<file path="config.mk">
export PLATFORM = sky130hd
export DESIGN_NAME = cmd_dispatch
export DESIGN_NICKNAME = d
export VERILOG_FILES = /design/src/hdl/uart_hub_pkg.sv /design/src/hdl/cmd_dispatch.sv
export SDC_FILE = /design/constraint.sdc
export NUM_CORES = 1
export LEC_CHECK = 0
export BUFFER_PORTS_ARGS = -buffer_cell sky130_fd_sc_hd__buf_2
export CAP_MARGIN = 0
export CELL_PAD_IN_SITES_DETAIL_PLACEMENT = 0
export CELL_PAD_IN_SITES_GLOBAL_PLACEMENT = 1
export CORE_MARGIN = 5
export CORE_UTILIZATION = 32
export DETAILED_ROUTE_END_ITERATION = 10
export PLACE_DENSITY = 0.8
export SYNTH_ARGS = -nofsm -noshare
export SYNTH_HDL_FRONTEND = slang
export SYNTH_SLANG_ARGS = --single-unit
</file>
<file path="constraint.sdc">
create_clock -name clk -period 3 [get_ports clk]
set_input_delay 0.3 -clock clk [delete_from_list [all_inputs] [get_ports clk]]
set_output_delay 0.3 -clock clk [all_outputs]
set_load 0.005 [all_outputs]
</file>
<file path="src/hdl/uart_hub_pkg.sv">
`default_nettype none

package uart_hub_pkg;

  localparam int CMD_W  = 16;
  localparam int DATA_W = 8;
  localparam int STAT_W = 2;

  // ~~~~~~~~~~~~~~~~~~~~~~~~~~~~~~~~~~~~~~~~~~~~~~~~~~~~~~~~~~~~~~~~~~~~
  // Command word, seen as register fields or as the two bytes on the line.
  // ~~~~~~~~~~~~~~~~~~~~~~~~~~~~~~~~~~~~~~~~~~~~~~~~~~~~~~~~~~~~~~~~~~~~
  typedef union packed {
    struct packed {
      logic              rw;    // 1 is a write.
      logic [6:0]        addr;
      logic [DATA_W-1:0] data;
    } fields;
    logic [1:0][DATA_W-1:0] bytes;  // bytes[1] goes out first.
  } cmd_word_u;

  // Reply status.
  localparam logic [STAT_W-1:0] STAT_OK      = 2'd0;
  localparam logic [STAT_W-1:0] STAT_PARITY  = 2'd1;
  localparam logic [STAT_W-1:0] STAT_FRAME   = 2'd2;
  localparam logic [STAT_W-1:0] STAT_TIMEOUT = 2'd3;

endpackage

`default_nettype wire

</file>
<file path="src/hdl/cmd_dispatch.sv">
`timescale 1ns/1ns
`default_nettype none

module cmd_dispatch
  import uart_hub_pkg::*;
#(
  parameter int NUM_LINKS = 4
) (
  input  wire                         clk,
  input  wire                         rst_n,
  input  wire cmd_word_u              cmd_in,
  input  wire [$clog2(NUM_LINKS)-1:0] cmd_chan,
  input  wire                         cmd_vld,
  input  wire [NUM_LINKS-1:0]         busy,
  output logic                        cmd_rdy,
  output cmd_word_u                   cmd,
  output logic [NUM_LINKS-1:0]        start
);

  logic                         full;
  logic [$clog2(NUM_LINKS)-1:0] chan_q;
  logic                         launch;

  assign cmd_rdy = !full;
  assign launch  = full && !busy[chan_q];

  // One-hot start to the target link.
  always_comb
  begin
    start = '0;
    if (launch)
      start[chan_q] = 1'b1;
  end

  always_ff @(posedge clk or negedge rst_n)
  begin
    if (!rst_n)
      full <= 1'b0;
    else if (cmd_vld && cmd_rdy)
      full <= 1'b1;
    else if (launch)
      full <= 1'b0;
  end

  always_ff @(posedge clk)
  begin
    if (cmd_vld && cmd_rdy)
    begin
      cmd    <= cmd_in;
      chan_q <= cmd_chan;
    end
  end

endmodule

`default_nettype wire

</file>
# After elaboration in Yosys (flattened, before gate mapping)
# Index checks and enable logic that the tools add are counted.
# W data, S select, Z words.
# totals
output_inout_bits	21
ff_bits	19
in_bits	25
wordCells	18
# op_classes
mux	7
n_reduce_logical	6
n_lt_le_gt_ge	2
# ops
cell	n
$mux W1	4
$mux W4	1
$logic_and A1 B1 Y1	3
$lt A2 B3 Y1 const B	1
$bmux W1 S2	1
$demux W1 S2	1
$ge A2 B1 Y1 const B	1
$logic_not A1 Y1	2
$reduce_bool A2 Y1	1

# Depth between registers and ports, before layout
# Gate-level depths: netlist (run 1).
# depth
depth_word	6
ltp_mapped	3
depth_no_buf	3

# Worst setup path before layout (run 1)
# Ideal clock, no wire load.
# synth_path
kind	reg2reg
start	reg full
end	reg chan_q[0], enable pin
arrival_time_ns	0.794
synth_period_minus_slack_ns	1.132
path_stages_with_launch	2
setup_time_ns	0.338
slack_ns	1.868
cell_sequence	dfrtp_1 > and2b_2
# synth_via
elab_chain_len	2
# synth_rtl
item	line_no	source
from (decl)	cmd_dispatch.sv:20	logic full;
from (signal assigned)	cmd_dispatch.sv:38	full <= 1'b0;
from (signal assigned)	cmd_dispatch.sv:40	full <= 1'b1;
from (signal assigned)	cmd_dispatch.sv:42	full <= 1'b0;
$logic_not A1 Y1	cmd_dispatch.sv:24	assign cmd_rdy = !full;
$logic_and A1 B1 Y1	cmd_dispatch.sv:47	if (cmd_vld && cmd_rdy)
to (signal assigned)	cmd_dispatch.sv:50	chan_q <= cmd_chan;
to (decl)	cmd_dispatch.sv:21	logic [$clog2(NUM_LINKS)-1:0] chan_q;
# No other way between the ends.
# A chain may end at the register's enable or synchronous reset.

# Worst setup path after layout (run 1)
# layout_path
start	reg chan_q[0]
end	out start[0]
# layout_via
elab_chain_len	5
# layout_rtl
item	line_no	source
$lt A2 B3 Y1 (not written as such), or another cell as far along	cmd_dispatch.sv:32	start[chan_q] = 1'b1;
$logic_and A1 B1 Y1 (not written as such) or $mux W1 (tied branches)	cmd_dispatch.sv:32, cmd_dispatch.sv:25	
$mux W1 (not written as such) or $logic_not A1 Y1 (tied branches)	cmd_dispatch.sv:32, cmd_dispatch.sv:25	
$demux W1 S2 or $logic_and A1 B1 Y1 (tied branches)	cmd_dispatch.sv:32, cmd_dispatch.sv:25	
$mux W4 (*)	cmd_dispatch.sv:31	if (launch)
to (decl)	cmd_dispatch.sv:17	output logic [NUM_LINKS-1:0] start
# Mark *: on every way between the ends. The rest lies on a longest branch, timed or not. The select of a mux whose other input is x is not followed.

==> results of run 1 <==
==> cells by family (layout without fill, tap and decap cells) <==
| group | count (synthesis) | after routing | share of synthesized area |
|---|---|---|---|
| DFF | 19 | 19 | 0.859 |
| and+or+nand+nor | 7 | 7 | 0.108 |
| buffers and inverters | 1 | 51 | 0.00570 |
| AOI/OAI and AO/OA | 1 | 1 | 0.00951 |
| muxes | 1 | 1 | 0.0171 |
==> critical path: stages, from the launching register on <==
cell and delay [ns]:
edfxtp_1 0.46, nor4_2 0.37, buf_2 0.18
==> state kept, by name (all words and copies together) (netlist names) <==
register  count
full          1
cmd          16
chan_q        2
==> path summary, 6_finish.rpt <==
path | to | slack (ns) | startpoint
max | start[0] | 1.41 | chan_q[0]$_DFFE_PP_
min | cmd[8]$_DFFE_PP_ | 0.18 | cmd_in[8]
max reg2reg | cmd[4]$_DFFE_PP_ | 1.75 | full$_DFFE_PN0P_
min reg2reg | full$_DFFE_PN0P_ | 0.66 | full$_DFFE_PN0P_
max in group asynchronous | full$_DFFE_PN0P_ | 2.61 | rst_n
min in group asynchronous | full$_DFFE_PN0P_ | 0.31 | rst_n
==> power by group <==
part / switching, mW / total, mW / internal (mW)
logic: 0.0500 / 0.0949 / 0.0448
registers: 0.0145 / 0.345 / 0.331
clock network: 0.0704 / 0.122 / 0.0516
total: 0.135 / 0.562 / 0.427
==> Yosys cell counts <==
cell       n
and2b_2    1
dfrtp_1    1
edfxtp_1  18
inv_2      1
mux2_1     1
nand2_1    1
nor3_1     1
nor3_2     1
nor3b_1    1
nor4_2     1
nor4b_4    1
o22ai_1    1
==> final cells by class <==
class / instances / area [µm²] / share of cell area
Clock buffer: 4 / 26.3 / 0.0276
Multi-Input combinational cell: 9 / 88.8 / 0.0932
Sequential cell: 19 / 566 / 0.593
Inverter: 1 / 3.75 / 0.00394
Tap cell: 27 / 33.8 / 0.0354
Timing Repair Buffer: 46 / 235 / 0.247
==> what timing repair did <==
item                                   in CTS  in global routing
hold buffers                                1                  0
endpoints found under the hold margin       1                  0
setup buffers                               0                  0
==> per-layer routing <==
metal / global-route usage / vias up / routed length [µm]
met5: 0 / - / 0
met4: 0.0313 / 0 / 0
met3: 0.0536 / 0 / 181
met2: 0.144 / 33 / 614
met1: 0.122 / 199 / 647
li1: - / 216 / -
==> results.txt, run 1 <==
- STA classifies the critical path endpoint as a primary output.
- In the routed design, unresolved DRC markers number 0.
- For this run, the number of standard cells in the final layout without fillers is 106.
- From bottom edge to top edge, the die measures 55.4 µm.
- Most common library cell in the layout ignoring fill and taps: buf_2
- At the end of routability-driven placement, the weighted congestion stood at 0.799.
- Number of max-cap violations: 0
- The tree built by TritonCTS fans out to 19 sinks.
- Maximum VDD drop: 0.332 mV
- Net Count, Synth: 54
- Area Growth Syn to Fin: 44.9%
- DRT iter0 DRCs: 6
- After global routing the overflow that remains totals 0.
- Worst-path clk slew: around 0.10 ns
* Leading cell types in the layout, fill and taps excluded: 45 x buf_2, 18 x edfxtp_1, 3 x clkbuf_4
- Worst min-delay path class: in -> reg
- Filler cell count: 194
* Area share of the largest cell type after synthesis: 0.821
- Transition time at the pin with the least slew margin: 0.400 ns
- Largest net degree at the start of global routing: 19
* Number of instances on the worst hold path: 1
- Of all cell types, the one taking the most synthesized area is edfxtp_1.
- After routing the design area is 953 µm².
- From left edge to right edge, the die measures 55.4 µm.
- The number of placed instances, taps included, is 101.
- The count of nets left with antenna violations once routing finished came out at 0.
- For this design the ratio of total power to cell area is 590 nW/µm².
- The routed design has 1.44 mm of wire.
- Final Total Pwr: 562 µW
* R2R cell count: 1
- In the final routed layout, each cell accounts on average for 13.6 µm.
* Effective utilization at floorplan: 0.335
- Clock Skews: 0.00258 ns
* Average cell area after synthesis: 22.7 µm²
- In this run the number of H-tree levels came out at 1.
- Die outline area: 3060 µm²
- CTS placed an instance of clkbuf_4 at the clock tree root.
* Cells taking the most area after synthesis: edfxtp_1 82%, dfrtp_1 3.8%, nor4b_4 3.6%
* Count of instances resized after the clock tree is built: 0
* Slew margin rel.: 0.733
* Arrival time reported for the critical path endpoint: 1.29 ns
* Synthesis-stage register bit count: 19
- The smallest clock period supported by the final layout is computed as ~1.6 ns.
- After routing, the total negative slack on setup checks comes to 0 ns.
* Hold slack: 0.184 ns
- Mapped Cells: 29
- Final Max Slew Viols: 0
- Dividing the final minimum period by the clock period gives 0.529.
- Global-route wire length before repair: 2.31 mm
- Buffers added on ports: 45
- Nets@finish: 105
* Leakage power: 0.413 nW
* Top Ports: 46
- At the end of the flow the core is filled with cells to 0.486.
- All-layer global routing usage: 0.0977
* Synthesis warning total: 0
- Core outline area: 1960 µm²
* Num CTS Buffers: 3
- Once detailed placement completed, the half-perimeter wirelength came to between 1 and 1.5 mm.
* Total number of placement rows: 16
* Antenna violations before repair: 0
* Number of global-route vias before repair: 499
- F_max: 630 MHz
* CTS tree: yes
- The worst path meets setup with 1.41 ns of slack.
- Crit-path max FO: 3
- Before CTS, the worst setup slack after placement is 1.71 ns.
- The final route contains 448 vias.
* Status: finished, final reports clean
- STA puts the critical path data required time at 2.70 ns.
- Once placement finished, the instance area stood at approximately 920 µm².
- Post-synthesis instance area: 658 µm²
- # setup viols final: 0
- Kind of start point of the critical path: flip-flop
* Type of the setup path with the least slack: reg -> out
* Sequential area share after synthesis: 0.859
* Unrepaired setup endpoints after global routing: false
- Number of inserted diodes: 0
- First-pass iteration count of the detailed router: 2
- In the final layout, the share of cells above drive strength 1 is 0.671.
- Using the TritonRoute via totals, the vias-per-cell ratio works out to 4.23.
- At the later pin of the worst-skew pair, clock insertion delay measures 0.28 ns.
- Number of buffers on the longest clock path: 2
* Final Hold Viols: 0
- Number of distinct library cells after synthesis: 12
No activity file was read; power rests on OpenSTA's default activity.
==> run 2, diff against run 1 <==
--- a/config.mk
+++ b/config.mk
@@ -10,9 +10,9 @@
 export CELL_PAD_IN_SITES_DETAIL_PLACEMENT = 0
 export CELL_PAD_IN_SITES_GLOBAL_PLACEMENT = 1
 export CORE_MARGIN = 5
-export CORE_UTILIZATION = 32
+export CORE_UTILIZATION = 30
 export DETAILED_ROUTE_END_ITERATION = 10
-export PLACE_DENSITY = 0.8
+export PLACE_DENSITY = 0.76
 export SYNTH_ARGS = -nofsm -noshare
 export SYNTH_HDL_FRONTEND = slang
 export SYNTH_SLANG_ARGS = --single-unit
==> constraint.sdc (replaced) <==
create_clock -name clk -period 1.54 [get_ports clk]
set_input_delay 0.154 -clock clk [delete_from_list [all_inputs] [get_ports clk]]
set_output_delay 0.154 -clock clk [all_outputs]
set_load 0.005 [all_outputs]
==> run 2 against run 1 <==
Compared with the run above:
- sequential power up 94%
- critical endpoint unchanged
- utilization down 4.2 points
- final area up 0.13%
- critical path type unchanged
- combinational power up 92%
- sequential share of layout area down 0.078 points
- clock skew down 0.0010 ns
- power up 94%
- final cell count up 0.94%
- clock power up 93%
- flip-flop and latch count unchanged
- worst setup slack worse by 1.3 ns
==> results.txt, run 2 (synthesized netlist as in run 1, its figures left out) <==
- Transition time at the pin with the least slew margin: 0.389 ns
* Clock Skews: 0.00156 ns
- After floorplanning, the core was sized to cover 2150 µm².
* All-layer global routing usage: 0.0846
- Summed negative setup slack over all endpoints: 0 ns
- Total number of placement rows: 17
- STA puts the critical path data arrival time at between 1 and 1.5 ns.
* Unrepaired setup endpoints after global routing: false
* Number of max-cap violations: 0
* Clk_lat worst skew: approximately 0.28 ns
- Flip-flop count of the largest register, all copies and words added: 16
- Of the total power, the clock network draws 0.217.
- After detailed routing, the number of vias per cell comes to approximately 4.1.
* Buffers added on ports: 45
- The finished layout holds 107 standard cells, fillers aside.
* Fin worst setup slack: 0.105 ns
* Nets@finish: 105
* Type of the setup path with the least slack: reg -> out
* Switching Power: 257 µW
- Clock tree synthesis selected as its root buffer the cell clkbuf_4.
- Final Total Pwr: 1.09 mW
- In this run the number of H-tree levels came out at 1.
* Count of instances resized after the clock tree is built: 0
* Post-DP HPWL: ~1.1 mm
* Crit-path max FO: 3
- Final ANT Viol Nets: 0
- In the finished design, the share of the clock period the worst path needs comes to 0.932.
- Clock-pin slew was measured on the worst setup and hold paths at ~0.1 ns.
- For this run the aggregate overflow at the end of global routing stands at 0.
* DRT iter0 DRCs: 4
- Setup violations remaining at the end of the flow were counted as 0.
* F_max: 697 MHz
- From bottom edge to top edge, the die measures 56.8 µm.
* Top flop regs: cmd x16, chan_q x2, full x1
- Largest net degree at the start of global routing: 19
* Number of buffers on the longest clock path: 2
- Area Growth Syn to Fin: 45.1%
- Number of global-route vias before repair: 497
- Setup Buffers After CTS: 0
- Kind of start point of the critical path: flip-flop
- During I/O placement, the number of pins put on the boundary was 46.
- Worst-case setup slack after placement: ~0.29 ns
* Share of power burned in registers: 0.616
- Combinational power share: 0.167
- Ranked by flip-flop count, first place goes to cmd.
- For this design, the sink count on the clock tree is 19.
* Status: finished, final reports clean
- Subtracting the final worst setup slack from the clock period gives 1.44 ns.
- Maximum VDD drop: 0.592 mV
* Required time at the worst-slack endpoint: 1.39 ns
* Capturing element type of the critical path: primary output
* DRT Wirelength: roughly 1.3 mm
* Leading cell types in the layout, fill and taps excluded: 45 x buf_2, 18 x edfxtp_1, 3 x clkbuf_4
- Final Hold Viols: 0
- First-pass iteration count of the detailed router: 2
- Horizontal die dimension: 56.8 µm
- TritonCTS built the clock tree.
* Num CTS Buffers: 3
* Effective utilization at floorplan: 0.306
- Pint: 832 µW
- Including well taps, the total number of placed cells is 102.
- Gp weighted congestion: 0.785
- Leakage power: a little over 0.4 nW
- Slew margin rel.: 0.740
- In the final layout, the share of cells above drive strength 1 is 0.671.
- The number of antenna violations at the first check in global routing was 0.
- The die covers 3230 µm².
- Dividing the detail-routed wire length by the instance count gives roughly 12 µm.
- Global-route wire length before repair: 2.12 mm
- The library cell used most frequently in the layout, excluding fill and tap cells, is buf_2.
* Switching Fraction: 0.236
- 0 antenna diodes ended up in the layout.
* Remaining design rule violation count: 0
* Ratio of total power to cell area: between 1000 and 1500 nW/µm²
* Worst min-delay path class: in -> reg
* Final Max Slew Viols: 0
- The routed layout has 437 vias.
run 2: cell counts in the layout (fill, tap and decap cells not counted):
No cell type changed its count.
run 2: critical path, stage by stage, from the launching register on:
cell and delay [ns]:
edfxtp_1 0.46, nor4_2 0.36, buf_2 0.17
run 2: worst paths after layout:
kind / start / to / slack (ns) / cells after the start
worst max-delay path: chan_q[0]$_DFFE_PP_ / start[0] / 0.10 / 2
worst min-delay path: cmd_chan[1] / chan_q[1]$_DFFE_PP_ / 0.04 / 1
worst max register to register: full$_DFFE_PN0P_ / cmd[0]$_DFFE_PP_ / 0.30 / 1
worst min register to register: full$_DFFE_PN0P_ / full$_DFFE_PN0P_ / 0.68 / 2
max in group asynchronous: rst_n / full$_DFFE_PN0P_ / 1.28 / 2
min in group asynchronous: rst_n / full$_DFFE_PN0P_ / 0.18 / 2
run 2: routing by layer:
layer  wire length [µm]  global-route usage  vias to the layer above
li1                   -                   -                      214
met1                470              0.0882                      196
met2                657               0.145                       25
met3                144              0.0230                        2
met4                 21              0.0596                        0
met5                  0                   0                        -
run 2: cell type report:
class | count | area [µm²]
Fill cell | 225 | 1190
Sequential cell | 19 | 566
Multi-Input combinational cell | 9 | 88.8
Tap cell | 28 | 35.0
Inverter | 1 | 3.75
Timing Repair Buffer | 46 | 235
Clock buffer | 4 | 26.3
run 2: metrics by stage:
stage / util / hold slack, ns / instance area [µm²]
6_report: 0.444 / 0.0391 / 955
5_1_grt: 0.444 / 0.0181 / 955
4_1_cts: 0.444 / 0.0271 / 955
3_5_place_dp: 0.427 / -0.0701 / 918
3_3_place_gp: 0.427 / -0.0666 / 918
2_1_floorplan: - / -0.142 / 658
run 2: timing repair:
| action | 4_1_cts | 5_1_grt |
|---|---|---|
| hold buffers | 1 | 0 |
| setup endpoints to repair | 0 | 0 |
| hold endpoints to repair | 1 | 0 |
run 2: power by group through the flow:
stage                     registers (mW)  logic [mW]  clock network [mW]
final                              0.671       0.182               0.236
after global routing               0.679       0.203               0.272
after global placement             0.681       0.181                   0
after detailed placement           0.684       0.185                   0
after CTS                          0.673       0.188               0.247
after floorplan                    0.688      0.0747                   0
