**config.mk**
```make
export PLATFORM = sky130hd
export DESIGN_NAME = uart_link_flat
export DESIGN_NICKNAME = d
export VERILOG_FILES = /design/src/hdl/uart_hub_pkg.sv /design/src/hdl/resp_collect.sv /design/src/hdl/uart_link.sv /design/src/hdl/uart_rx_frame.sv /design/src/hdl/uart_tx_frame.sv /design/src/flat_wrapper.sv
export SDC_FILE = /design/constraint.sdc
export NUM_CORES = 1
export LEC_CHECK = 0
export BUFFER_PORTS_ARGS = -buffer_cell sky130_fd_sc_hd__buf_2
export CORE_MARGIN = 5
export CORE_UTILIZATION = 25
export CTS_CLUSTER_DIAMETER = 80
export DETAILED_ROUTE_END_ITERATION = 8
export GPL_ROUTABILITY_DRIVEN = 0
export GPL_TIMING_DRIVEN = 0
export PLACE_DENSITY_LB_ADDON = 0.05
export SLEW_MARGIN = 15
export SYNTH_ARGS = -nofsm -noshare
export SYNTH_HDL_FRONTEND = slang
export SYNTH_SLANG_ARGS = --single-unit
```
**constraint.sdc**
```tcl
create_clock -name clk -period 2.5 [get_ports clk]
set_clock_uncertainty 0.1 [all_clocks]
set_input_delay 0.25 -clock clk [delete_from_list [all_inputs] [get_ports clk]]
set_output_delay 0.25 -clock clk [all_outputs]
set_load 0.03 [all_outputs]
```
**src/hdl/uart_hub_pkg.sv**
```systemverilog
`default_nettype none

package uart_hub_pkg;

  localparam int CMD_W  = 16;
  localparam int DATA_W = 8;
  localparam int STAT_W = 2;

  // ~~~~~~~~~~~~~~~~~~~~~~~~~~~~~~~~~~~~~~~~~~~~~~~~~~~~~~~~~~~~~~~~~~~~
  // Command word, seen as register fields or as the two bytes on the line.
  // ~~~~~~~~~~~~~~~~~~~~~~~~~~~~~~~~~~~~~~~~~~~~~~~~~~~~~~~~~~~~~~~~~~~~
  typedef union packed {
    struct packed {
      logic              rw;    // 1 is a write.
      logic [6:0]        addr;
      logic [DATA_W-1:0] data;
    } fields;
    logic [1:0][DATA_W-1:0] bytes;  // bytes[1] goes out first.
  } cmd_word_u;

  // Reply status.
  localparam logic [STAT_W-1:0] STAT_OK      = 2'd0;
  localparam logic [STAT_W-1:0] STAT_PARITY  = 2'd1;
  localparam logic [STAT_W-1:0] STAT_FRAME   = 2'd2;
  localparam logic [STAT_W-1:0] STAT_TIMEOUT = 2'd3;

endpackage

`default_nettype wire

```
**src/hdl/resp_collect.sv**
```systemverilog
`timescale 1ns/1ns
`default_nettype none

interface resp_if
  import uart_hub_pkg::*;
();
  logic              vld;
  logic [DATA_W-1:0] data;
  logic [STAT_W-1:0] status;
  logic              take;

  modport link    (output vld, data, status, input take);
  modport collect (input vld, data, status, output take);
endinterface


`default_nettype wire

```
**src/hdl/uart_link.sv**
```systemverilog
`timescale 1ns/1ns
`default_nettype none

module uart_link
  import uart_hub_pkg::*;
#(
  parameter int BIT_CYCLES   = 434,
  parameter int GAP_CYCLES   = 100,
  parameter int RESP_TIMEOUT = 4340
) (
  input  wire       clk,
  input  wire       rst_n,
  input  wire       start,
  input  wire       cmd_word_u cmd,
  input  wire       rx,
  output logic      busy,
  output logic      tx,
  resp_if.link      resp
);

  localparam logic [2:0] S_IDLE   = 3'd0;
  localparam logic [2:0] S_FRAME1 = 3'd1;
  localparam logic [2:0] S_GAP    = 3'd2;
  localparam logic [2:0] S_FRAME2 = 3'd3;
  localparam logic [2:0] S_WAIT   = 3'd4;
  localparam logic [2:0] S_RECV   = 3'd5;
  localparam logic [2:0] S_HOLD   = 3'd6;

  localparam int GAP_W = $clog2(GAP_CYCLES + 1);
  localparam int TO_W  = $clog2(RESP_TIMEOUT + 1);

  logic [2:0]        state;
  cmd_word_u         cmd_q;
  logic [GAP_W-1:0]  gap_cnt;
  logic [TO_W-1:0]   to_cnt;
  logic              gap_end;
  logic              timeout;
  logic              tx_load;
  logic [DATA_W-1:0] tx_byte;
  logic              tx_done;
  logic              rx_arm;
  logic              rx_seen;
  logic              rx_done;
  logic [DATA_W-1:0] rx_byte;
  logic              rx_parity_bad;
  logic              rx_stop_bad;
  logic [DATA_W-1:0] data_q;
  logic [STAT_W-1:0] status_q;

  assign gap_end = (state == S_GAP) && (gap_cnt == GAP_W'(GAP_CYCLES - 1));
  assign timeout = (state == S_WAIT) && !rx_seen && (to_cnt == TO_W'(RESP_TIMEOUT - 1));
  assign tx_load = ((state == S_IDLE) && start) || gap_end;
  assign tx_byte = (state == S_IDLE) ? cmd.bytes[1] : cmd_q.bytes[0]; // High byte from input.
  assign rx_arm  = state == S_WAIT;
  assign busy    = state != S_IDLE;

  assign resp.vld    = state == S_HOLD;
  assign resp.data   = data_q;
  assign resp.status = status_q;

  uart_tx_frame #(.BIT_CYCLES(BIT_CYCLES)) tx_inst (
    .clk     (clk),
    .rst_n   (rst_n),
    .load    (tx_load),
    .byte_in (tx_byte),
    .tx      (tx),
    .done    (tx_done)
  );

  uart_rx_frame #(.BIT_CYCLES(BIT_CYCLES)) rx_inst (
    .clk        (clk),
    .rst_n      (rst_n),
    .arm        (rx_arm),
    .rx         (rx),
    .seen_start (rx_seen),
    .done       (rx_done),
    .byte_out   (rx_byte),
    .parity_bad (rx_parity_bad),
    .stop_bad   (rx_stop_bad)
  );

  // ~~~~~~~~~~~~~~~~~~~~~~~~~~~~~~~~~~~~~~~~~~~~~~~~~~~~~~~~~~~~~~~~~~~~
  // Command FSM.
  // ~~~~~~~~~~~~~~~~~~~~~~~~~~~~~~~~~~~~~~~~~~~~~~~~~~~~~~~~~~~~~~~~~~~~
  always_ff @(posedge clk or negedge rst_n)
  begin
    if (!rst_n)
    begin
      state   <= S_IDLE;
      gap_cnt <= '0;
      to_cnt  <= '0;
    end
    else
    begin
      case (state)
        S_IDLE:
          if (start)
            state <= S_FRAME1;
        S_FRAME1:
          if (tx_done)
          begin
            state   <= S_GAP;
            gap_cnt <= '0;
          end
        S_GAP:
          if (gap_end)
            state <= S_FRAME2;
          else
            gap_cnt <= gap_cnt + 1'b1;
        S_FRAME2:
          if (tx_done)
          begin
            state  <= cmd_q.fields.rw ? S_IDLE : S_WAIT;  // Writes end here.
            to_cnt <= '0;
          end
        S_WAIT:
          if (rx_seen)
            state <= S_RECV;
          else if (timeout)
            state <= S_HOLD;
          else
            to_cnt <= to_cnt + 1'b1;
        S_RECV:
          if (rx_done)
            state <= S_HOLD;
        S_HOLD:
          if (resp.take)
            state <= S_IDLE;
        default:
          state <= S_IDLE;
      endcase
    end
  end

  always_ff @(posedge clk)
  begin
    if ((state == S_IDLE) && start)
      cmd_q <= cmd;
    if (timeout)
    begin
      data_q   <= '0;
      status_q <= STAT_TIMEOUT;
    end
    else if ((state == S_RECV) && rx_done)
    begin
      data_q <= rx_byte;
      if (rx_stop_bad)
        status_q <= STAT_FRAME;   // Frame error wins over parity.
      else if (rx_parity_bad)
        status_q <= STAT_PARITY;
      else
        status_q <= STAT_OK;
    end
  end

endmodule

`default_nettype wire

```
**src/hdl/uart_rx_frame.sv**
```systemverilog
`timescale 1ns/1ns
`default_nettype none

module uart_rx_frame
  import uart_hub_pkg::*;
#(
  parameter int BIT_CYCLES = 434
) (
  input  wire               clk,
  input  wire               rst_n,
  input  wire               arm,
  input  wire               rx,
  output logic              seen_start,
  output logic              done,
  output logic [DATA_W-1:0] byte_out,
  output logic              parity_bad,
  output logic              stop_bad
);

  localparam int CNT_W = $clog2(BIT_CYCLES);

  logic [1:0]        sync;
  logic              rx_prev;
  logic              rcv;
  logic [CNT_W-1:0]  bit_cnt;
  logic [3:0]        bit_idx;
  logic [DATA_W-1:0] shreg;
  logic              par_bit;
  logic              fall;
  logic              mid;
  logic              period_end;

  assign fall       = rx_prev && !sync[1];
  assign seen_start = arm && !rcv && fall;
  assign mid        = rcv && (bit_cnt == CNT_W'(BIT_CYCLES / 2));
  assign period_end = bit_cnt == CNT_W'(BIT_CYCLES - 1);
  assign byte_out   = shreg;

  // Line idles high.
  always_ff @(posedge clk or negedge rst_n)
  begin
    if (!rst_n)
    begin
      sync    <= 2'b11;
      rx_prev <= 1'b1;
    end
    else
    begin
      sync    <= {sync[0], rx};
      rx_prev <= sync[1];
    end
  end

  always_ff @(posedge clk or negedge rst_n)
  begin
    if (!rst_n)
    begin
      rcv        <= 1'b0;
      bit_cnt    <= '0;
      bit_idx    <= '0;
      done       <= 1'b0;
      parity_bad <= 1'b0;
      stop_bad   <= 1'b0;
    end
    else
    begin
      done <= 1'b0;
      if (seen_start)
      begin
        rcv     <= 1'b1;
        bit_cnt <= '0;
        bit_idx <= '0;
      end
      else if (rcv)
      begin
        bit_cnt <= period_end ? '0 : bit_cnt + 1'b1;
        if (period_end)
          bit_idx <= bit_idx + 4'd1;
        if (mid && bit_idx == 4'd10)
        begin
          rcv        <= 1'b0;      // Stop bit sampled, frame is over.
          done       <= 1'b1;
          stop_bad   <= !sync[1];
          parity_bad <= par_bit != ~^shreg;
        end
      end
    end
  end

  always_ff @(posedge clk)
  begin
    if (mid && bit_idx >= 4'd1 && bit_idx <= 4'd8)
      shreg <= {sync[1], shreg[DATA_W-1:1]};  // LSB first.
    if (mid && bit_idx == 4'd9)
      par_bit <= sync[1];
  end

endmodule

`default_nettype wire

```
**src/hdl/uart_tx_frame.sv**
```systemverilog
`timescale 1ns/1ns
`default_nettype none

module uart_tx_frame
  import uart_hub_pkg::*;
#(
  parameter int BIT_CYCLES = 434
) (
  input  wire              clk,
  input  wire              rst_n,
  input  wire              load,
  input  wire [DATA_W-1:0] byte_in,
  output logic             tx,
  output logic             done
);

  localparam int CNT_W = $clog2(BIT_CYCLES);

  logic [CNT_W-1:0] bit_cnt;
  logic [3:0]       bit_idx;   // 0 start, 1..8 data, 9 parity, 10 stop.
  logic             active;
  logic [9:0]       shreg;     // Bits still to go after the current one.
  logic             bit_end;

  assign bit_end = active && (bit_cnt == CNT_W'(BIT_CYCLES - 1));
  assign done    = bit_end && (bit_idx == 4'd10);

  always_ff @(posedge clk or negedge rst_n)
  begin
    if (!rst_n)
    begin
      active  <= 1'b0;
      bit_cnt <= '0;
      bit_idx <= '0;
      tx      <= 1'b1;
    end
    else if (load)
    begin
      active  <= 1'b1;
      bit_cnt <= '0;
      bit_idx <= '0;
      tx      <= 1'b0;            // Start bit.
    end
    else if (bit_end)
    begin
      bit_cnt <= '0;
      if (bit_idx == 4'd10)
      begin
        active <= 1'b0;
        tx     <= 1'b1;
      end
      else
      begin
        bit_idx <= bit_idx + 4'd1;
        tx      <= shreg[0];
      end
    end
    else if (active)
      bit_cnt <= bit_cnt + 1'b1;
  end

  // Odd parity: XNOR of the data bits.
  always_ff @(posedge clk)
  begin
    if (load)
      shreg <= {1'b1, ~^byte_in, byte_in};
    else if (bit_end)
      shreg <= {1'b1, shreg[9:1]};
  end

endmodule

`default_nettype wire

```
**src/flat_wrapper.sv**
```systemverilog
// flat-port wrapper written by rule: the top's interface ports become plain ports
module uart_link_flat import uart_hub_pkg::*;
#(
  parameter int BIT_CYCLES   = 434,
  parameter int GAP_CYCLES   = 100,
  parameter int RESP_TIMEOUT = 4340
)
  (clk, rst_n, start, cmd, rx, busy, tx, resp_vld, resp_data, resp_status, resp_take);
  resp_if resp_i ();
  input  wire clk;
  input  wire rst_n;
  input  wire start;
  input  wire       cmd_word_u cmd;
  input  wire rx;
  output logic busy;
  output logic tx;
  output wire logic [$bits(resp_i.vld)-1:0] resp_vld;
  output wire logic [$bits(resp_i.data)-1:0] resp_data;
  output wire logic [$bits(resp_i.status)-1:0] resp_status;
  input wire logic [$bits(resp_i.take)-1:0] resp_take;
  assign resp_vld = resp_i.vld;
  assign resp_data = resp_i.data;
  assign resp_status = resp_i.status;
  assign resp_i.take = resp_take;
  uart_link #(.BIT_CYCLES(BIT_CYCLES), .GAP_CYCLES(GAP_CYCLES), .RESP_TIMEOUT(RESP_TIMEOUT)) u_core (.clk(clk), .rst_n(rst_n), .start(start), .cmd(cmd), .rx(rx), .busy(busy), .tx(tx), .resp(resp_i));
endmodule
```
Word-level counts from Yosys, hierarchy flattened
Index checks and enable logic that the tools add are counted.

Add/subtract/negate cells: 6. Magnitude comparators: 2. Eq/ne operators: 26. Mux-type cells: 46. Bitwise logic cells: 1. Reduce and logical (&&, ||, !) cells: 37.

Operators by type and width (number): $mux W9 (8); $mux W13 (3); $mux W3 (9); $pmux W13 S2 (1); $mux W4 (6); $pmux W3 S7 (1); $add A9 B1 Y9 const B (2); $eq A9 B9 Y1 const B (2); $reduce_xnor A8 Y1 (2); $logic_and A1 B1 Y1 (15); $mux W7 (2); $pmux W7 S2 (1); $add A13 B1 Y13 const B (1); $eq A13 B13 Y1 const B (1); $mux W1 (13); $eq A4 B4 Y1 const B (3); $ne A2 B2 Y1 const B (6); $reduce_bool A2 Y1 (6); $eq A3 B3 Y1 const B (3); $eq A9 B8 Y1 const B (1); $add A4 B1 Y4 const B (2); $mux W8 (1); $ne A2 B1 Y1 const B (4); $add A7 B1 Y7 const B (1); 17 further kinds (24).

Flip-flop bits (word level): 102. Input bits: 21. Word-level logic and storage cells: 139.

Logic depth before layout (Yosys ltp)
Gate-level depths: netlist of run 1.

Word-level depth: 9. Gate-level depth with buffers: 8.

By module
Synthesis of run 1 repeated with hierarchy kept, for this count alone.

Cell total of the unflattened synthesis: 437. Area, all modules: 4824.6 um^2.

By module, submodules not included: uart_link (instances 1, cells each 211, area an instance 2159.6 um^2, seq. area each 1046.0 um^2); uart_rx_frame (instances 1, cells each 112, area an instance 1392.6 um^2, seq. area each 774.5 um^2); uart_tx_frame (instances 1, cells each 114, area an instance 1272.5 um^2, seq. area each 646.9 um^2).

Worst setup path after synthesis of run 1
No wires, ideal clock.

Path type: register to register. From: reg u_core.gap_cnt[4]. To: reg u_core.tx_inst.shreg[0] (enable). Library setup time: 0.321 ns. Arrival: 1.537 ns. Slack: 0.542 ns. Stages on the path, launching flop included: 7. Path buffers: 2. Path through: dfrtp_1 clkbuf_2 and4bb_2 a31oi_1 nor3_4 or2_2 buf_2.

Longest elaborated chain between the ends: 4.

RTL lines: start, declared (line uart_link.sv:34) `logic [GAP_W-1:0] gap_cnt;`; start signal, assigned (line uart_link.sv:109) `gap_cnt <= gap_cnt + 1'b1;`; $eq A7 B7 Y1 (line uart_link.sv:50) `assign gap_end = (state == S_GAP) && (gap_cnt == GAP_W'(GAP_CYCLES - 1));`; $logic_and A1 B1 Y1 (line uart_link.sv:50); $logic_or A1 B1 Y1 (line uart_link.sv:52) `assign tx_load = ((state == S_IDLE) && start) || gap_end;`; $reduce_bool A2 Y1 (no line); end signal, assigned (line uart_tx_frame.sv:66) `shreg <= {1'b1, ~^byte_in, byte_in};`; end signal, assigned (line uart_tx_frame.sv:68) `shreg <= {1'b1, shreg[9:1]};`; end, declared (line uart_tx_frame.sv:22) `logic [9:0] shreg;`.

Every way passes these cells. A chain may end at the register's enable or synchronous reset.

Worst setup path after layout of run 1
From: reg u_core.rx_inst.rcv. To: reg u_core.to_cnt[10].

Longest elaborated chain between the ends: 8. Elaborated cells on any way between the ends: 9.

RTL lines: start, declared (line uart_rx_frame.sv:24) `logic rcv;`; start signal, assigned (line uart_rx_frame.sv:58) `rcv <= 1'b0;`; start signal, assigned (line uart_rx_frame.sv:70) `rcv <= 1'b1;`; start signal, assigned (line uart_rx_frame.sv:81) `rcv <= 1'b0;`; $logic_not A1 Y1 (*) (line uart_rx_frame.sv:34) `assign seen_start = arm && !rcv && fall;`; $logic_and A1 B1 Y1 (*) (2 in a row) (line uart_rx_frame.sv:34); $logic_not A1 Y1 (line uart_link.sv:51) `assign timeout = (state == S_WAIT) && !rx_seen && (to_cnt == TO_W'(RESP_TIMEOUT - 1));`; $logic_and A1 B1 Y1 (2 in a row) (line uart_link.sv:51); $ne A2 B2 Y1 (no line); $reduce_and A4 Y1 (no line) (*); end signal, assigned (line uart_link.sv:122) `to_cnt <= to_cnt + 1'b1;`; end, declared (line uart_link.sv:35) `logic [TO_W-1:0] to_cnt;`.

Every way passes the cells marked *; elsewhere a longest branch is shown, timed or not.

==> flow_summary.yaml, run 1 <==
status:
  status: "finished clean"
logic_synthesis:
  ys_warn_count: 0
  synth_cell_types: 63
  synthMuxAreaShare_pct: 3.394
  synthAdderAreaFrac_pct: 3.368
  ys_seq_elements: 95
  synth.cell_area_sq_um: 4830
  synth_edf_count: 27
  synthCells: 480
  synthXorXnorAreaFrac_pct: 5.803
  seq_area_frac_synth_pct: 51.09
  yosys.area_share.simple_pct: 20.21
  avgSynthCellArea_sq_um: 10.06
  async_flop_share_pct: 61.05
  synth_compound_area_share_pct: 12.80
  syn_nets: 514
  ys.flop_type: "dfrtp_1"
  synth_top_family_by_area: "simple AND/OR/NAND/NOR gates"
timing:
  slew-limit-headroom_pct: 51.41
  setup_viol: 0
  fmax_mhz: 440.4
  tns_ns: 0
  rsz0062_at_grt: "no"
  finalCriticalPeriod_ns: 2.271
  hold_viol_final: 0
  hold_ws_ns: 0.04505
  drv_slew: 0
  max_slew.worst_pin.slew_ns: 0.7255
  post-route-period-util_pct: 90.83
power:
  power_uw: 4732
  power_density_nw_per_um2: 821.2
  peakVddDrop_uv: 300.9
  p_leak_uw: 0.002292
critical_path:
  criticalPathCategory: "reg2reg"
  critPathArrivalTime_ns: 2.41
  crit_buf_inv: 0
  reg2reg_from: "u_core.rx_inst.rcv$_DFF_PN0_"
  cp-start-kind: "flip-flop"
  critPathMaxFanout: 9
  slowest_stage: "a31oi_1"
  critPathCaptureType: "flip-flop"
  crit_path_max_incr_delay_ns: 0.56
  cp_top_family: "compound AO/OA/AOI/OAI gates"
  crit_required_ns: 2.64
  worstPathCellList: "or3b_1 > and2_1 > a31oi_1 > o21ai_0 > o41ai_1"
  crit_path_start: "u_core.rx_inst.rcv$_DFF_PN0_"
global_routing:
  grt_pass1_wl_um: 19460
  met2_usage_pct: 18.06
  grt_pass1_vias: 3705
  grt_max_degree: 31
  overflow: 0
  met1_usage_pct: 14.24
  track_usage_pct: 11.03
  use_met3_pct: 2.826
  antenna_found_initial: 0
  grt_most_used_layer: "met2"
routing:
  drt_first_pass_iters: 4
  num_vias: 3634
  drc: 0
  vias_per_cell: 4.531
  post_drt_wl_per_cell_um: 14.42
  ant_nets: 0
  drtIter0Drc: 84
  routed_wl_um: 11570
min_path:
  hold_path.class: "in2reg"
  min_from: "cmd[15]"
clock_tree:
  htreeDepth: 3
  clock-sinks: 95
  clk_pin_slew_ns: 0.07
  clock-root-buffer: "clkbuf_16"
  clk_latency_ns: 0.35
  cts_tree: "done"
  numCtsBuffers: 9
  clockBufferDepth: 2
floorplan:
  start_util_pct: 25.56
  design.core.area_sq_um: 18890
  row_count: 50
  die_w_um: 149.0
  pin_count: 34
  dieArea_sq_um: 22200
  die_h_um: 149.0
finish:
  synthToLayoutAreaGrowth_pct: 19.30
  final_cell_mix: "54 x dfrtp_1, 50 x nor2_1, 40 x buf_2, 40 x o21ai_0, 39 x nand2_1"
  final_core_util_pct: 30.50
  drive_above_1_share_pct: 15.50
  diodes: 0
  final_nets: 571
  final_common_cell: "dfrtp_1"
placement:
  io_buffers: 33
  post-dp-hpwl_um: 8189
flow_run:
  max-cap-violations: 0
layout make-up:
cell class              instances  area [sq um]
fillers                      1996         13130
flip-flops and latches         95          2467
multi-input cells             349          2207
well taps                     260         325.3
repair buffers                 46         302.8
clock buffers                  10         229.0
plain buffers                  19         97.59
clock inverters                 6         68.82
inverters                      17         63.81
synthesized netlist by cell type (2+ instances only):
library cell | count | area, sq um
a211oi_1 | 2 | 15.01
a21oi_1 | 32 | 160.2
a31o_2 | 2 | 17.52
a31oi_1 | 10 | 62.56
and2_1 | 10 | 62.56
and3_1 | 8 | 50.05
and3b_1 | 2 | 17.52
and4b_1 | 2 | 20.02
buf_2 | 8 | 40.04
buf_4 | 2 | 15.01
clkbuf_1 | 6 | 22.52
dfrtp_1 | 54 | 1351
dfstp_2 | 4 | 105.1
dfxtp_1 | 10 | 200.2
edfxtp_1 | 27 | 810.8
ha_1 | 13 | 162.7
inv_1 | 17 | 63.81
mux2_2 | 3 | 33.78
mux2i_1 | 13 | 130.1
nand2_1 | 39 | 146.4
nand2b_1 | 2 | 12.51
nand3_1 | 11 | 55.05
nand3b_1 | 3 | 22.52
nand4_1 | 12 | 75.07
nand4b_1 | 3 | 26.28
nor2_1 | 50 | 187.7
nor2b_1 | 5 | 31.28
nor3_1 | 7 | 35.03
nor3b_1 | 7 | 52.55
nor4_1 | 2 | 12.51
nor4b_1 | 2 | 17.52
o21ai_0 | 40 | 200.2
o22ai_1 | 2 | 12.51
o31ai_1 | 6 | 45.04
or2_2 | 2 | 12.51
or3_1 | 4 | 25.02
or3b_1 | 2 | 17.52
xnor2_1 | 24 | 210.2
xor2_1 | 8 | 70.07
logic make-up (layout without fill, tap and decap cells):
kind of cell / Yosys count / count (layout)
mux: 16 / 16
compound gates: 105 / 105
simple gates: 183 / 183
fa+ha+maj: 13 / 13
flops: 95 / 95
buf+inv: 36 / 98
xor+xnor: 32 / 32
state kept, by name, indices dropped and copies added (netlist names), 3 cells and up:
signal / count
u_core.resp.data: 8
u_core.rx_inst.bit_idx: 4
u_core.rx_inst.byte_out: 8
u_core.tx_inst.bit_idx: 4
u_core.to_cnt: 13
u_core.tx_inst.bit_cnt: 9
u_core.gap_cnt: 7
u_core.rx_inst.bit_cnt: 9
u_core.cmd_q: 9
u_core.tx_inst.shreg: 9
u_core.state: 3
routing by layer:
metal / routed length [um] / part of all wire, % / vias to the layer above
li1: - / - / 1815
met1: 5662 / 49 / 1755
met2: 5394 / 47 / 56
met3: 375 / 3.2 / 8
met4: 136 / 1.2 / 0
met5: 0 / 0 / -
final timing paths:
path | to | slack [ns] | cells past startpoint
max in group asynchronous | u_core.rx_inst.sync[0]$_DFF_PN1_ | 1.44 | 3
max reg2reg | u_core.to_cnt[10]$_DFFE_PN0P_ | 0.23 | 5
min in group asynchronous | u_core.tx_inst.bit_cnt[0]$_DFFE_PN0P_ | 0.28 | 2
max | u_core.to_cnt[10]$_DFFE_PN0P_ | 0.23 | 5
min reg2reg | u_core.rx_inst.sync[1]$_DFF_PN1_ | 0.26 | 0
min | u_core.cmd_q[15]$_DFFE_PP_ | 0.05 | 1
stage by stage:
stage          instance area, sq um  cells  setup slack [ns]
4_1_cts                        5747    800            0.1599
6_report                       5762    802            0.2293
2_1_floorplan                  4830    480            0.5423
3_5_place_dp                   5343    774          -0.05353
5_1_grt                        5762    802           0.01325
3_3_place_gp                   5320    773          -0.04679
what timing repair did:
item,in CTS,in global routing
hold buffers,10,0
setup endpoints to repair,9,1
buffers inserted,0,2
pin swaps,0,1
endpoints found under the hold margin,35,0
gates resized for setup,1,0
power breakdown:
part           internal (uW)  switching (uW)
sequential              1830             229
combinational            521             738
clock                    783             632
total                   3130            1600
Note: power is estimated with default switching activity, not from simulation.
==> run 2: changes to the inputs <==
ABC_AREA = 1   (was default)
CORE_ASPECT_RATIO = 1.5   (was default)
SYNTH_HIERARCHICAL = 1   (was default)
==> run 2 against run 1 <==
Clock power shrank 7%. Sequential power is 4% higher. Synthesized area up 12%. Sequential share of layout area decreased by 3.7 points. Synthesized cell count increased by 42%. Via count increased by 18%. Global-route usage shrank 0.23 points. Critical path depth increased by 4. Non-clock buffer count shrank 8. Worst hold slack improved by 0.23 ns.
==> flow_summary.yaml, run 2 <==
logic_synthesis:
  synth_edf_count: 27
  async_flop_share_pct: 61.05
  synth.cell_area_sq_um: 5391
  avgSynthCellArea_sq_um: 7.894
  seq_area_frac_synth_pct: 45.76
  ys_seq_elements: 95
  synth_cell_types: 44
  synthCells: 683
  yosysMostFrequentCell: "nand2_1"
  ys_warn_count: 6
  ys.flop_type: "dfrtp_1"
  synth_area_leader_cell: "dfrtp_1"
  synth_top_area_share_pct: 25.06
  syn_nets: 716
  synthTopCellsByArea: "dfrtp_1 25%, nand2_1 15%, edfxtp_1 15%"
  synth_common_cells: "219 x nand2_1, 87 x inv_1, 64 x nor2_1"
routing:
  num_vias: 4299
  drtIter0Drc: 124
  drt_first_pass_iters: 4
  top_layer: "met4"
  wl_met1_um: 5334
  vias_per_cell: 4.248
  drc: 0
  dr_wl_met2_um: 6542
  routed_wl_um: 12420
  post_drt_wl_per_cell_um: 12.28
  ant_nets: 0
  met3_length_um: 312
critical_path:
  cp-endpoint: "u_core/tx_inst/shreg[2]$_DFFE_PP_"
  cp-start-kind: "flip-flop"
  worstReg2RegEnd: "u_core/tx_inst/shreg[2]$_DFFE_PP_"
  r2r_slack_ns: 0.20
  crit_path_start: "u_core/state[1]$_DFFE_PN0P_"
  criticalPathCategory: "reg2reg"
  reg2reg_from: "u_core/state[1]$_DFFE_PN0P_"
  critPathCaptureType: "flip-flop"
  crit_required_ns: 2.49
  critPathArrivalTime_ns: 2.29
  critPathMaxFanout: 10
  reg2reg_depth: 9
power:
  power_uw: 5279
  p_leak_uw: 0.003023
  power_density_nw_per_um2: 835.4
  peakVddDrop_uv: 338.0
clock_tree:
  clock-sinks: 95
  clk_latency_ns: 0.35
  clockBufferDepth: 2
  postCtsSetupRepairBufs: 0
  numCtsBuffers: 9
  cts_tree: "done"
  clock-root-buffer: "clkbuf_16"
  htreeDepth: 3
  clk_pin_slew_ns: 0.07
finish:
  final_nets: 772
  diodes: 0
  synthToLayoutAreaGrowth_pct: 17.22
  final_cell_mix: "218 x nand2_1, 87 x inv_1, 64 x nor2_1"
  drive_above_1_share_pct: 18.41
  top_register: "u_core/to_cnt"
  final_common_cell: "nand2_1"
  largest_reg_flops: 13
  final_core_util_pct: 29.89
global_routing:
  track_usage_pct: 10.81
  grt_pass1_wl_um: 21060
  overflow: 0
  antenna_found_initial: 0
  grt_max_degree: 32
  grt_pass1_vias: 4427
placement:
  pre_cts_slack_ns: -0.2382
  io_buffers: 33
  post-dp-hpwl_um: 9473
timing:
  slew-limit-headroom_pct: 44.95
  finalCriticalPeriod_ns: 2.302
  hold_viol_final: 0
  max_slew.worst_pin.slew_ns: 0.8228
  setup_viol: 0
  final.setup.worst_slack_ns: 0.1980
  post-route-period-util_pct: 92.08
  fmax_mhz: 434.4
  drv_slew: 0
  rsz0062_at_grt: "no"
floorplan:
  die_w_um: 129.9
  design.core.area_sq_um: 21150
  start_util_pct: 25.50
  dieArea_sq_um: 24660
  row_count: 65
  pin_count: 34
  die_h_um: 189.9
min_path:
  hold_path.class: "reg2reg"
flow_run:
  max-cap-violations: 0
status:
  status: "finished clean"
run 2: cell count changes after synthesis, sizes merged, moves of 10 or more:
| cell | change |
|---|---|
| a31oi | -10 |
| mux2i | -13 |
| nand3 | +37 |
| inv | +82 |
| nor2 | +27 |
| and2 | -10 |
| a21oi | -18 |
| o21ai | -13 |
| xnor2 | -19 |
| nand2 | +193 |
run 2: metrics by stage:
stage | hold slack, ns | cell area, sq um | TNS (ns) | cells
floorplan | -0.1456 | 5391 | 0 | 683
global placement | 0.2497 | 5892 | -8.109 | 984
detailed placement | 0.1307 | 5914 | -8.629 | 985
CTS | 0.2564 | 6305 | 0 | 1012
global route | 0.2790 | 6320 | 0 | 1012
finish | 0.2704 | 6320 | 0 | 1012
run 2: layout make-up:
class / count / area (sq um)
repair buffers: 45 / 297.8
clock inverters: 7 / 48.80
inverters: 100 / 377.9
well taps: 268 / 335.3
clock buffers: 9 / 225.2
flip-flops and latches: 95 / 2471
multi-input cells: 476 / 2442
plain buffers: 12 / 121.4
fillers: 2316 / 14830
run 2: cell families (layout without fill, tap and decap cells):
group / count (synthesis) / in the layout / share of synthesized area [%]
AO/OA/AOI/OAI: 50 / 50 / 5.640
XOR/XNOR: 13 / 13 / 2.112
adder cells (fa/ha/maj): 12 / 12 / 2.785
buffers and inverters: 112 / 173 / 9.097
flip-flops: 95 / 95 / 45.76
multiplexers: 8 / 8 / 1.671
AND/OR/NAND/NOR: 393 / 393 / 32.93
run 2: worst min path at each step:
| stage | start | endpoint | slack (ns) | depth (start not counted) |
|---|---|---|---|---|
| final | u_core/rx_inst/sync[0]$_DFF_PN1_ | u_core/rx_inst/sync[1]$_DFF_PN1_ | 0.27 | 0 |
| after floorplan | rst_n | u_core/gap_cnt[0]$_DFFE_PN0P_ | -0.15 | 0 |
| after global routing | u_core/rx_inst/sync[0]$_DFF_PN1_ | u_core/rx_inst/sync[1]$_DFF_PN1_ | 0.28 | 0 |
| after detailed placement | rst_n | u_core/tx_inst/bit_cnt[6]$_DFFE_PN0P_ | 0.13 | 1 |
| after global placement | u_core/rx_inst/sync[0]$_DFF_PN1_ | u_core/rx_inst/sync[1]$_DFF_PN1_ | 0.25 | 0 |
| after CTS | cmd[14] | u_core/tx_inst/shreg[6]$_DFFE_PP_ | 0.26 | 4 |
run 2: worst max-delay path: stages, from the launching register on:
cell,delay [ns]
dfrtp_2,0.47
nor2_2,0.19
nand2_1,0.14
buf_4,0.21
o21ai_2,0.21
buf_6,0.18
inv_1,0.15
buf_2,0.23
nand2_1,0.08
o21ai_0,0.08
run 2: repair_timing:
item,CTS,global route
cloned,0,0
resized for setup,5,6
hold buffers,11,0
endpoints found under the setup margin,55,53
endpoints found under the hold margin,36,0
run 2: power breakdown:
group / internal [uW] / switching (uW)
combinational: 684 / 1130
clock: 677 / 640
sequential: 1900 / 251
total: 3260 / 2020
run 2: metal layers:
| metal | GRT usage [%] | vias to the layer above |
|---|---|---|
| met5 | 0 | - |
| met4 | 4.400 | 0 |
| met3 | 1.742 | 12 |
| met2 | 19.98 | 43 |
| met1 | 12.07 | 1970 |
| li1 | - | 2274 |
==> run 3: changes to the inputs <==
CORE_UTILIZATION = 61   (was 25)
==> run 3 against run 2 <==
Die area shrank 56%. Final cell count shrank 16%. Via count grew 4.2%. Sequential power is essentially flat. Register-to-register slack lost 0.05 ns. Worst setup slack lost 0.048 ns. Global-route usage grew 11 points. Maximum frequency shrank 2.0%. Utilization grew 41 points.
==> flow_summary.yaml, run 3 (synthesis results as in run 2) <==
flow_run:
  max-cap-violations: 0
finish:
  synthToLayoutAreaGrowth_pct: 13.92
  final_cell_mix: "218 x nand2_1, 87 x inv_1, 64 x nor2_1"
  diodes: 0
  final_common_cell: "nand2_1"
  largest_reg_flops: 13
  final_cells: 853
  final_nets: 771
  drive_above_1_share_pct: 17.77
  top_register: "u_core/to_cnt"
global_routing:
  met1_usage_pct: 24.56
  grt_most_used_layer: "met2"
  grt_pass1_vias: 4324
  met2_usage_pct: 38.55
  antenna_found_initial: 0
  overflow: 0
  track_usage_pct: 21.37
  grt_pass1_wl_um: 18950
  grt_max_degree: 59
  use_met3_pct: 3.687
placement:
  post-dp-hpwl_um: 7960
  io_buffers: 33
  pre_cts_slack_ns: -0.1990
  placed_cells: 826
power:
  seq_power_share_pct: 39.6
  p_comb_share_pct: 33.6
  p_leak_uw: 0.003030
  peakVddDrop_uv: 689.0
  switching_share_pct: 36.18
  power_density_nw_per_um2: 879.7
  internal-power_uw: 3448
  power.switching_uw: 1955
  clock_power_share_pct: 26.8
timing:
  hold_viol_final: 0
  post-route-period-util_pct: 93.99
  max_slew.worst_pin.slew_ns: 0.7462
  setup_viol: 0
  final.setup.worst_slack_ns: 0.1502
  rsz0062_at_grt: "no"
  fmax_mhz: 425.6
  drv_slew: 0
  slew-limit-headroom_pct: 50.26
  finalCriticalPeriod_ns: 2.350
floorplan:
  row_count: 42
  design.core.area_sq_um: 8723
  die_w_um: 86.76
  pin_count: 34
  start_util_pct: 61.80
  die_h_um: 125.1
  dieArea_sq_um: 10860
clock_tree:
  cts_tree: "done"
  clk_latency_ns: 0.34
  clock-root-buffer: "clkbuf_16"
  clk_pin_slew_ns: 0.06
  numCtsBuffers: 9
  htreeDepth: 3
  clock-sinks: 95
  postCtsSetupRepairBufs: 0
  clockBufferDepth: 2
routing:
  num_vias: 4478
  drc: 0
  drt_first_pass_iters: 5
  post_drt_wl_per_cell_um: 12.72
  drtIter0Drc: 262
  ant_nets: 0
  vias_per_cell: 5.250
  routed_wl_um: 10850
min_path:
  hold_path.class: "reg2reg"
status:
  status: "finished clean"
critical_path:
  cp-start-kind: "flip-flop"
  critPathArrivalTime_ns: 2.32
  criticalPathCategory: "reg2reg"
  critPathCaptureType: "flip-flop"
  crit_required_ns: 2.47
  critPathMaxFanout: 10
## run 3: cell count changes in the layout (fill, tap and decap cells not counted), sizes merged
cell	delta
inv	-1
clkbuf	+1
buf	-1
bufinv	+2
clkinv	-2
## run 3: through the flow
stage               power, uW  cell area [sq um]  TNS, ns  util (%)  hold slack (ns)
floorplan                3522               5391        0         -          -0.1456
global placement         3858               5694   -2.950     65.28           0.2572
detailed placement       3937               5697   -4.033     65.30           0.2610
CTS                      5419               6126        0     70.22           0.2655
global route             5782               6142        0     70.41           0.2753
finish                   5403               6142        0     70.41           0.2729
## run 3: final timing paths
check / start / end / slack, ns / cells after the start
max reg2reg: u_core/gap_cnt[0]$_DFFE_PN0P_ / u_core/tx_inst/shreg[2]$_DFFE_PP_ / 0.15 / 10
max: u_core/gap_cnt[0]$_DFFE_PN0P_ / u_core/tx_inst/shreg[2]$_DFFE_PP_ / 0.15 / 10
max in group asynchronous: rst_n / u_core/state[1]$_DFFE_PN0P_ / 1.34 / 2
min in group asynchronous: rst_n / u_core/to_cnt[7]$_DFFE_PN0P_ / 0.43 / 2
min: u_core/rx_inst/sync[0]$_DFF_PN1_ / u_core/rx_inst/sync[1]$_DFF_PN1_ / 0.27 / 0
min reg2reg: u_core/rx_inst/sync[0]$_DFF_PN1_ / u_core/rx_inst/sync[1]$_DFF_PN1_ / 0.27 / 0
## run 3: metal layers
layer	wire length, um	part of all wire (%)
met1	4452	41
met2	5862	54
met3	296	2.7
met4	237	2.2
met5	0	0
## run 3: worst max-delay path, cell delays in order, from the launching register on
cell,delay [ns]
dfrtp_1,0.44
ha_1,0.26
nand3_1,0.10
nor2_1,0.14
nand2_1,0.15
o21ai_4,0.12
buf_4,0.20
inv_1,0.16
buf_2,0.22
nand2_1,0.08
o21ai_0,0.10
## run 3: final cells by class
type	count	area (sq um)
timing repair buffer	44	277.8
multi-input combinational	476	2447
fill	724	2581
buffer	12	117.6
inverter	100	377.9
clock buffer	10	229.0
sequential	95	2470
tap	110	137.6
clock inverter	6	85.08
## run 3: repair_timing
item / 4_1_cts / 5_1_grt
resized for setup: 3 / 7
hold endpoints to repair: 64 / 0
hold buffers: 11 / 0
endpoints found under the setup margin: 43 / 40
## run 3: power by group through the flow
| stage | clock, uW | sequential, uW | combinational (uW) |
|---|---|---|---|
| 6_report | 1450 | 2140 | 1810 |
| 5_1_grt | 1550 | 2180 | 2050 |
| 4_1_cts | 1480 | 2140 | 1810 |
| 3_5_place_dp | 0 | 2160 | 1770 |
| 3_3_place_gp | 0 | 2150 | 1710 |
| 2_1_floorplan | 0 | 2120 | 1400 |
